## config.mk

```make
export PLATFORM = sky130hd
export DESIGN_NAME = axis_top
export DESIGN_NICKNAME = d
export VERILOG_FILES = /design/src/hdl/axis_mm_pkg.sv /design/src/hdl/axis_top.sv /design/src/hdl/matmul_ctrl.sv /design/src/hdl/matmul_core.sv /design/src/hdl/mac_q88.sv /design/src/hdl/axis_fifo.sv
export VERILOG_INCLUDE_DIRS = /design/src /design/src/hdl
export SDC_FILE = /design/constraint.sdc
export NUM_CORES = 2
export LEC_CHECK = 0
export BUFFER_PORTS_ARGS = -buffer_cell sky130_fd_sc_hd__buf_2
export CAP_MARGIN = 30
export CORE_MARGIN = 2
export CORE_UTILIZATION = 60
export DETAILED_ROUTE_END_ITERATION = 16
export PLACE_DENSITY_LB_ADDON = 0.3
export SLEW_MARGIN = 40
export SYNTH_ARGS = -nofsm -noshare
export SYNTH_HDL_FRONTEND = slang
export SYNTH_SLANG_ARGS = --single-unit
```

## constraint.sdc

```tcl
create_clock -name aclk -period 10.8 [get_ports aclk]
set_clock_uncertainty 0.1 [all_clocks]
set_input_delay 0.54 -clock aclk [delete_from_list [all_inputs] [get_ports aclk]]
set_output_delay 0.54 -clock aclk [all_outputs]
set_load 0.005 [all_outputs]
```

## src/hdl/axis_mm_defs.svh

```systemverilog
// Matrix multiplier macros for dimension, Q8.8 format and stream FIFO depth
`ifndef AXIS_MM_DEFS_SVH
`define AXIS_MM_DEFS_SVH

// Matrix side, also elements per row and beats per matrix
`define AXIS_MM_DIM 4

// Fraction bits of a Q8.8 element
`define AXIS_MM_FRAC 8

// Element width in bits
`define AXIS_MM_ELEM_W 16

// Room for two matrices in every stream FIFO
`define AXIS_MM_FIFO_DEPTH 8

`endif
```

## src/hdl/axis_mm_pkg.sv

```systemverilog
// Shared element, row and state types of the matrix multiplier front end
`default_nettype none

`include "axis_mm_defs.svh"

package axis_mm_pkg;

    typedef logic signed [`AXIS_MM_ELEM_W-1:0] elem_t;   // Signed Q8.8

    typedef elem_t [`AXIS_MM_DIM-1:0] row_t;             // Element 0 in low bits

    // Controller sequence
    typedef enum logic [2:0] {
        ST_IDLE,    // Wait for a full A and W
        ST_LOAD,    // Copy rows into core buffers
        ST_START,   // One-cycle start pulse
        ST_WAIT,    // Wait for done and output space
        ST_READ     // Push C rows to output FIFO
    } ctrl_state_t;

    typedef enum logic [1:0] {CS_IDLE, CS_MAC, CS_STORE, CS_DONE} core_state_t;

endpackage

`default_nettype wire

```

## src/hdl/axis_top.sv

```systemverilog
// AXI-Stream matrix multiplier top with input, weight and output FIFOs
`timescale 1ns/10ps
`default_nettype none

`include "axis_mm_defs.svh"

module axis_top
    import axis_mm_pkg::*;
(
    input  logic aclk,
    input  logic aresetn,
    input  row_t s_axis_i_tdata,
    input  logic s_axis_i_tvalid,
    input  logic s_axis_i_tlast,
    output logic s_axis_i_tready,
    input  row_t s_axis_w_tdata,
    input  logic s_axis_w_tvalid,
    input  logic s_axis_w_tlast,
    output logic s_axis_w_tready,
    output row_t m_axis_tdata,
    output logic m_axis_tvalid,
    output logic m_axis_tlast,
    input  logic m_axis_tready
);

    row_t                                     i_head;
    row_t                                     w_head;
    logic [$clog2(`AXIS_MM_FIFO_DEPTH+1)-1:0] i_count;
    logic [$clog2(`AXIS_MM_FIFO_DEPTH+1)-1:0] w_count;
    logic [$clog2(`AXIS_MM_FIFO_DEPTH+1)-1:0] o_count;
    logic                                     i_pop;
    logic                                     w_pop;
    logic                                     wr_en;
    logic [1:0]                               wr_addr;
    logic                                     start;
    logic                                     done;
    logic [1:0]                               rd_addr;
    row_t                                     rd_row;
    logic                                     o_valid;
    logic                                     o_last;
    row_t                                     o_data;

    axis_fifo #(.DEPTH(`AXIS_MM_FIFO_DEPTH)) u_in_fifo (
        .aclk(aclk), .aresetn(aresetn),
        .s_data(s_axis_i_tdata), .s_valid(s_axis_i_tvalid),
        .s_last(s_axis_i_tlast), .s_ready(s_axis_i_tready),
        .m_data(i_head), .m_valid(), .m_last(), .m_ready(i_pop),  // Count gates the pops
        .count(i_count)
    );

    axis_fifo #(.DEPTH(`AXIS_MM_FIFO_DEPTH)) u_wt_fifo (
        .aclk(aclk), .aresetn(aresetn),
        .s_data(s_axis_w_tdata), .s_valid(s_axis_w_tvalid),
        .s_last(s_axis_w_tlast), .s_ready(s_axis_w_tready),
        .m_data(w_head), .m_valid(), .m_last(), .m_ready(w_pop),
        .count(w_count)
    );

    matmul_ctrl u_ctrl (
        .aclk(aclk), .aresetn(aresetn),
        .i_count(i_count), .w_count(w_count), .i_pop(i_pop), .w_pop(w_pop),
        .wr_en(wr_en), .wr_addr(wr_addr), .start(start), .done(done),
        .rd_addr(rd_addr), .rd_row(rd_row), .o_count(o_count),
        .o_valid(o_valid), .o_last(o_last), .o_data(o_data)
    );

    matmul_core u_core (
        .aclk(aclk), .aresetn(aresetn), .start(start), .done(done),
        .wr_en(wr_en), .wr_addr(wr_addr), .a_row(i_head), .w_row(w_head),
        .rd_addr(rd_addr), .rd_row(rd_row)
    );

    // Controller checks free space before each job, so write ready stays open
    axis_fifo #(.DEPTH(`AXIS_MM_FIFO_DEPTH)) u_out_fifo (
        .aclk(aclk), .aresetn(aresetn),
        .s_data(o_data), .s_valid(o_valid), .s_last(o_last), .s_ready(),
        .m_data(m_axis_tdata), .m_valid(m_axis_tvalid),
        .m_last(m_axis_tlast), .m_ready(m_axis_tready),
        .count(o_count)
    );

endmodule

`default_nettype wire

```

## src/hdl/matmul_ctrl.sv

```systemverilog
// Control FSM that loads the core from the input FIFOs and drains C to the output FIFO
`timescale 1ns/10ps
`default_nettype none

`include "axis_mm_defs.svh"

module matmul_ctrl
    import axis_mm_pkg::*;
(
    input  logic                                     aclk,
    input  logic                                     aresetn,
    input  logic [$clog2(`AXIS_MM_FIFO_DEPTH+1)-1:0] i_count,
    input  logic [$clog2(`AXIS_MM_FIFO_DEPTH+1)-1:0] w_count,
    output logic                                     i_pop,
    output logic                                     w_pop,
    output logic                                     wr_en,
    output logic [1:0]                               wr_addr,
    output logic                                     start,
    input  logic                                     done,
    output logic [1:0]                               rd_addr,
    input  row_t                                     rd_row,
    input  logic [$clog2(`AXIS_MM_FIFO_DEPTH+1)-1:0] o_count,
    output logic                                     o_valid,
    output logic                                     o_last,
    output row_t                                     o_data
);

    ctrl_state_t state_reg;
    ctrl_state_t state_next;
    logic [1:0]  row_cnt_reg;   // Shared by load and read
    logic [1:0]  row_cnt_next;

    always_ff @(posedge aclk)
    begin
        if (!aresetn)
        begin
            state_reg   <= ST_IDLE;
            row_cnt_reg <= '0;
            o_valid     <= 1'b0;
            o_last      <= 1'b0;
        end
        else
        begin
            state_reg   <= state_next;
            row_cnt_reg <= row_cnt_next;
            o_valid     <= (state_reg == ST_READ);
            o_last      <= (state_reg == ST_READ) && (row_cnt_reg == 2'(`AXIS_MM_DIM - 1));
        end
    end

    always_ff @(posedge aclk)
    begin
        o_data <= rd_row;  // Lines up with the registered valid
    end

    always_comb
    begin
        state_next   = state_reg;
        row_cnt_next = row_cnt_reg;
        case (state_reg)
            ST_IDLE:
            begin
                // Both FIFOs hold a whole matrix
                if ((i_count >= `AXIS_MM_DIM) && (w_count >= `AXIS_MM_DIM))
                    state_next = ST_LOAD;
            end
            ST_LOAD, ST_READ:
            begin
                row_cnt_next = row_cnt_reg + 2'd1;
                if (row_cnt_reg == 2'(`AXIS_MM_DIM - 1))
                    state_next = (state_reg == ST_LOAD) ? ST_START : ST_IDLE;
            end
            ST_START: state_next = ST_WAIT;
            ST_WAIT:
            begin
                if (done && (o_count <= `AXIS_MM_FIFO_DEPTH - `AXIS_MM_DIM))
                    state_next = ST_READ;  // Four pushes cannot be refused
            end
            default: state_next = ST_IDLE;
        endcase
    end

    assign i_pop   = (state_reg == ST_LOAD);
    assign w_pop   = (state_reg == ST_LOAD);
    assign wr_en   = (state_reg == ST_LOAD);
    assign wr_addr = row_cnt_reg;
    assign start   = (state_reg == ST_START);
    assign rd_addr = row_cnt_reg;

endmodule

`default_nettype wire

```

## src/hdl/matmul_core.sv

```systemverilog
// Matrix core computing C = A * W transposed with one sequential MAC
`timescale 1ns/10ps
`default_nettype none

`include "axis_mm_defs.svh"

module matmul_core
    import axis_mm_pkg::*;
(
    input  logic       aclk,
    input  logic       aresetn,
    input  logic       start,
    output logic       done,
    input  logic       wr_en,
    input  logic [1:0] wr_addr,
    input  row_t       a_row,
    input  row_t       w_row,
    input  logic [1:0] rd_addr,
    output row_t       rd_row
);

    row_t        a_buf [`AXIS_MM_DIM];
    row_t        w_buf [`AXIS_MM_DIM];
    row_t        c_buf [`AXIS_MM_DIM];
    core_state_t state;
    logic [1:0]  r;            // Row of A and C
    logic [1:0]  c;            // Row of W, column of C
    logic [1:0]  k;            // Inner index
    logic        mac_en;
    logic        mac_clear;
    elem_t       mac_result;

    assign done      = (state == CS_DONE);  // Held until the next start
    assign mac_en    = (state == CS_MAC);
    assign mac_clear = (state == CS_STORE);
    assign rd_row    = c_buf[rd_addr];

    mac_q88 u_mac (
        .aclk    (aclk),
        .aresetn (aresetn),
        .clear   (mac_clear),
        .en      (mac_en),
        .a       (a_buf[r][k]),
        .b       (w_buf[c][k]),
        .result  (mac_result)
    );

    always_ff @(posedge aclk)
    begin
        if (!aresetn)
        begin
            state <= CS_IDLE;
            r     <= '0;
            c     <= '0;
            k     <= '0;
        end
        else
        begin
            case (state)
                CS_IDLE, CS_DONE:
                begin
                    if (start)
                    begin
                        state <= CS_MAC;
                        r     <= '0;
                        c     <= '0;
                        k     <= '0;
                    end
                end
                CS_MAC:
                begin
                    k <= k + 2'd1;
                    if (k == 2'(`AXIS_MM_DIM - 1))
                        state <= CS_STORE;
                end
                CS_STORE:
                begin
                    k     <= '0;
                    state <= CS_MAC;
                    if (c == 2'(`AXIS_MM_DIM - 1))
                    begin
                        c <= '0;
                        if (r == 2'(`AXIS_MM_DIM - 1))
                            state <= CS_DONE;  // Last element written
                        else
                            r <= r + 2'd1;
                    end
                    else
                        c <= c + 2'd1;
                end
                default: state <= CS_IDLE;
            endcase
        end
    end

    // Operand buffers and result file
    always_ff @(posedge aclk)
    begin
        if (wr_en)
        begin
            a_buf[wr_addr] <= a_row;
            w_buf[wr_addr] <= w_row;
        end
        if (state == CS_STORE)
            c_buf[r][c] <= mac_result;
    end

endmodule

`default_nettype wire

```

## src/hdl/mac_q88.sv

```systemverilog
// Q8.8 multiply-accumulate with clear and a shifted, saturated result
`timescale 1ns/10ps
`default_nettype none

`include "axis_mm_defs.svh"

module mac_q88
    import axis_mm_pkg::*;
(
    input  logic  aclk,
    input  logic  aresetn,
    input  logic  clear,
    input  logic  en,
    input  elem_t a,
    input  elem_t b,
    output elem_t result
);

    logic signed [35:0] acc;     // Q20.16, headroom for four products
    logic signed [31:0] product; // Full precision Q16.16
    logic signed [35:0] scaled;

    assign product = a * b;
    assign scaled  = acc >>> `AXIS_MM_FRAC;  // Rounds toward minus infinity

    always_ff @(posedge aclk)
    begin
        if (!aresetn || clear)
            acc <= '0;
        else if (en)
            acc <= acc + 36'(product);
    end

    always_comb
    begin
        if (scaled > 36'sd32767)
            result = 16'sh7fff;
        else if (scaled < -36'sd32768)
            result = 16'sh8000;
        else
            result = scaled[15:0];
    end

endmodule

`default_nettype wire

```

## src/hdl/axis_fifo.sv

```systemverilog
// Synchronous first-word-fall-through stream FIFO with fill count
`timescale 1ns/10ps
`default_nettype none

`include "axis_mm_defs.svh"

module axis_fifo
    import axis_mm_pkg::*;
#(
    parameter int DEPTH = `AXIS_MM_FIFO_DEPTH
)
(
    input  logic                         aclk,
    input  logic                         aresetn,
    input  row_t                         s_data,
    input  logic                         s_valid,
    input  logic                         s_last,
    output logic                         s_ready,
    output row_t                         m_data,
    output logic                         m_valid,
    output logic                         m_last,
    input  logic                         m_ready,
    output logic [$clog2(DEPTH+1)-1:0]   count
);

    localparam int PTR_W = $clog2(DEPTH);
    localparam logic [PTR_W-1:0] LAST_PTR = PTR_W'(DEPTH - 1);

    row_t             data_mem [DEPTH];
    logic             last_mem [DEPTH];
    logic [PTR_W-1:0] wr_ptr;
    logic [PTR_W-1:0] rd_ptr;
    logic             push;
    logic             pop;

    assign s_ready = (count != DEPTH);
    assign m_valid = (count != 0);
    assign m_data  = data_mem[rd_ptr];  // Head row visible without a read cycle
    assign m_last  = last_mem[rd_ptr];

    assign push = s_valid && s_ready;
    assign pop  = m_valid && m_ready;

    always_ff @(posedge aclk)
    begin
        if (!aresetn)
        begin
            wr_ptr <= '0;
            rd_ptr <= '0;
            count  <= '0;
        end
        else
        begin
            if (push)
                wr_ptr <= (wr_ptr == LAST_PTR) ? '0 : wr_ptr + 1'b1;
            if (pop)
                rd_ptr <= (rd_ptr == LAST_PTR) ? '0 : rd_ptr + 1'b1;
            if (push && !pop)
                count <= count + 1'b1;
            else if (pop && !push)
                count <= count - 1'b1;
        end
    end

    always_ff @(posedge aclk)
    begin
        if (push)
        begin
            data_mem[wr_ptr] <= s_data;
            last_mem[wr_ptr] <= s_last;
        end
    end

endmodule

`default_nettype wire

```

==> summary.md <==
| Metric | Value |
|---|---|
| Biggest fanout along the worst timing path | 26 |
| Transition time of the tightest slew-check pin | roughly 880 ps |
| Post-Syn Nets | a little under 6000 |
| Setup slack on the worst flop-to-flop path | around 2200 ps |
| Core ar. | 0.171 mm² |
| Start point of the worst hold path | s_axis_i_tvalid |
| Total Neg Setup Slack | 0 ps |
| Die span in x | between 400 and 500 µm |
| TritonCTS clock tree | built |
| Port-buffer cells | 200 |
| Global Route Usage Sum | 0.252 |
| Largest registers | u_in_fifo.data_mem x512, u_out_fifo.data_mem x512, u_wt_fifo.data_mem x512 |
| Yosys cell types | 64 |
| Iteration-0 DRC Markers | approximately 4600 |
| Leading cell type by number of instances after synthesis | edfxtp_1 |
| Share of flip-flops with an asynchronous set or reset after synthesis | 0 |
| Hold Path Depth | 4 |
| Number of CTS-inserted buffers | 230 |
| Routability-driven placement congestion ratio | between 0.9 and 1 |
| Crit path kind | flop to flop |
| Wire length reported by the detailed router | 216 mm |
| Startpoint type of the worst setup path | flop |
| Synth area leaders | edfxtp_1 67%, mux4_2 13%, fa_1 6.1% |
| Count of final setup violators | 0 |
| Share of cells above drive strength 1 | 0.262 |
| Post-synth top area share | 0.671 |
| Number of nets at the end of the flow | ~6300 |
| DR DRC count | 0 |
| Final routed wire length divided by cell count | roughly 26 µm |
| Placed wire-length estimate | ~120 mm |
| Number of sinks on the clock net | 2470 |
| Largest stage delay, worst path | approximately 830 ps |
| Max-capacitance violation count | 0 |
| Crit path top cell by count | fa_1 |
| Crit path capture type | flop |
| Number of antenna-violating nets in the routed design | 0 |
| Aggregate global routing overflow | 0 |
| Largest net degree at the start of global routing | 89 |
| Hold Path Sink | u_in_fifo.wr_ptr[2] |
| Mean instance size in the synthesized netlist | ~20 µm² |
| Resize count post-CTS | 0 |
| I/O Pins | between 200 and 250 |
| Slew Viols, Final | 0 |
| Via count | roughly 50000 |
| Required time of the worst setup path | around 11000 ps |
| Antenna violations before repair | 13 |
| Count of TritonRoute iterations in the first routing pass | 5 |
| Seq/Total Area, Yosys | 0.702 |
| Post-synth EDFFs | 2312 |
| Classification of the worst-slack hold path | primary input to flop |
| Total of flip-flops plus latches after synthesis | 2470 |
| Fmax | 0.116 GHz |
| Synthesized cell area | approximately 0.10 mm² |
| Core Rows | roughly 150 |
| First-pass GRT wire length | 328 mm |
| Root cell of the clock tree | clkbuf_16 |
| Routed via count divided by cell count | roughly 6 |
| Critical Path, Cell by Cell | buf_4, mux4_2, mux4_2, inv_1, nor2_1, inv_1, fa_1, fa_1, fa_1, inv_1, fa_1, fa_1, inv_1, fa_1, inv_1, ha_1, and3_1, and4b_1, a311o_1, nor2_1, a21oi_1, o211ai_1, nor4b_1, o32ai_1 |
| Cell with the biggest individual delay on the critical path | dfxtp_2 |
| Final Critical Period | between 8000 and 9000 ps |
| Setup repair after global routing missed its margin | no |
| Arrival time at the worst endpoint | 9200 ps |
| Worst flop-to-flop path endpoint | u_core.u_mac.acc[33] |
| Synthesized netlist cell count | about 5200 |
| Final critical-path share of the clock period | 0.796 |
| P&R area growth vs syn | 13.0% |
| Register-to-Register Path Depth | 24 |
| Vias in the first global route | around 52000 |
| Number of hold violations in the final report | 0 |
| Commonest cells post-synth | 2312 x edfxtp_1, 586 x mux4_2, 398 x inv_1 |
| Die Y | about 420 µm |
| Yosys synthesis warning count | 0 |
| Headroom to the max-slew limit | 0.412 |
| Die Outline Area | 0.176 mm² |
| Initial standard-cell utilization of the core | 0.603 |
| Dominant cell type by area after synthesis | edfxtp_1 |
| Top FF cell, synth | edfxtp_1 |
| Status | complete, no violations |
| Total of fill cells in the finished design | approximately 10000 |
| Worst-Skew Late Latency | ~900 ps |
| Number of levels the H-tree was split into | 4 |
| Clock transition at the registers of the reported paths | roughly 60 ps |
| Largest buffer count on any clock path | 3 |
==> worst max-delay path: cells and delay by family, from the launching register on <==
kind / cells / cell delay [ps]
adder cells (fa/ha/maj): 7 / 3490
multiplexers: 2 / 1070
AND/OR/NAND/NOR: 5 / 1050
buffers and inverters: 6 / 920
AO/OA/AOI/OAI: 4 / 910
flip-flops: 1 / 830
==> how the worst max path moves through the flow <==
stage	from	end	slack [ps]	cells after the start
after global routing	flop	u_core.u_mac.acc[33]	1790	22
after detailed placement	flop	u_core.u_mac.acc[28]	2260	24
after global placement	flop	u_core.u_mac.acc[33]	2170	24
after CTS	flop	u_core.u_mac.acc[33]	2190	26
final	flop	u_core.u_mac.acc[33]	2200	24
after floorplan	u_out_fifo.count[0]	u_out_fifo.data_mem[0][0]	3150	4
==> per-stage QoR <==
| stage | cell area (µm²) | util | hold WS [ps] | worst slack (ps) | instances |
|---|---|---|---|---|---|
| after floorplan | 103000 | - | 355 | 3150 | 5204 |
| after global placement | 107000 | 0.627 | 360 | 2170 | 7600 |
| after detailed placement | 108000 | 0.628 | 393 | 2260 | 7607 |
| after CTS | 117000 | 0.681 | 70.6 | 2190 | 8168 |
| after global routing | 117000 | 0.682 | 173 | 1790 | 8175 |
| final | 117000 | 0.682 | 133 | 2200 | 8175 |
==> cells by family after synthesis <==
| group | after synthesis | share of synthesized area |
|---|---|---|
| adders and majority gates | 462 | 0.0789 |
| buffers and inverters | 610 | 0.0226 |
| AOI/OAI and AO/OA | 214 | 0.0132 |
| muxes | 857 | 0.157 |
| DFF | 2470 | 0.702 |
| and+or+nand+nor | 552 | 0.0233 |
| xor gates and xnor gates | 39 | 0.00344 |
==> cell usage in the layout (no fill, tap or decap), drive strengths merged, types with 9 or more instances in the layout <==
cell,instances
bufinv,25
and2,9
nor3,33
xor2,16
nand2,159
buf,305
nor2,245
a211oi,9
nor2b,10
clkinv,94
and3,20
mux2,218
or3,9
mux2i,53
nand2b,28
a21oi,58
mux4,586
dlygate4sd3,130
dfxtp,158
o21a,28
xnor2,22
nand3,14
fa,317
clkbuf,295
edfxtp,2312
inv,410
ha,145
o21ai,54
==> layout make-up <==
| class | instances | area, µm² | share of cell area |
|---|---|---|---|
| Sequential cell | 2470 | 72600 | 0.622 |
| Multi-Input combinational cell | 2124 | 28700 | 0.246 |
| Inverter | 401 | 1510 | 0.0129 |
| Antenna cell | 4 | 10.0 | 0.0000857 |
| Timing Repair Buffer | 435 | 3330 | 0.0285 |
| Clock inverter | 136 | 1600 | 0.0137 |
| Clock buffer | 295 | 6140 | 0.0526 |
| Tap cell | 2310 | 2890 | 0.0247 |
==> per-layer routing <==
layer,up-vias,GRT usage,part of all wire
met1,26300,0.339,0.40
li1,21200,-,-
met4,16,0.0729,0.025
met3,315,0.0360,0.056
met5,-,0,0.00040
met2,1782,0.433,0.52
==> timing repair <==
item,in CTS,in global routing
hold buffers,130,0
setup buffers,0,0
hold endpoints to repair,1032,0
Power is left out: the tool's default activity adds up to more than one toggle a clock period on the data nets, which glitch-free logic cannot reach.
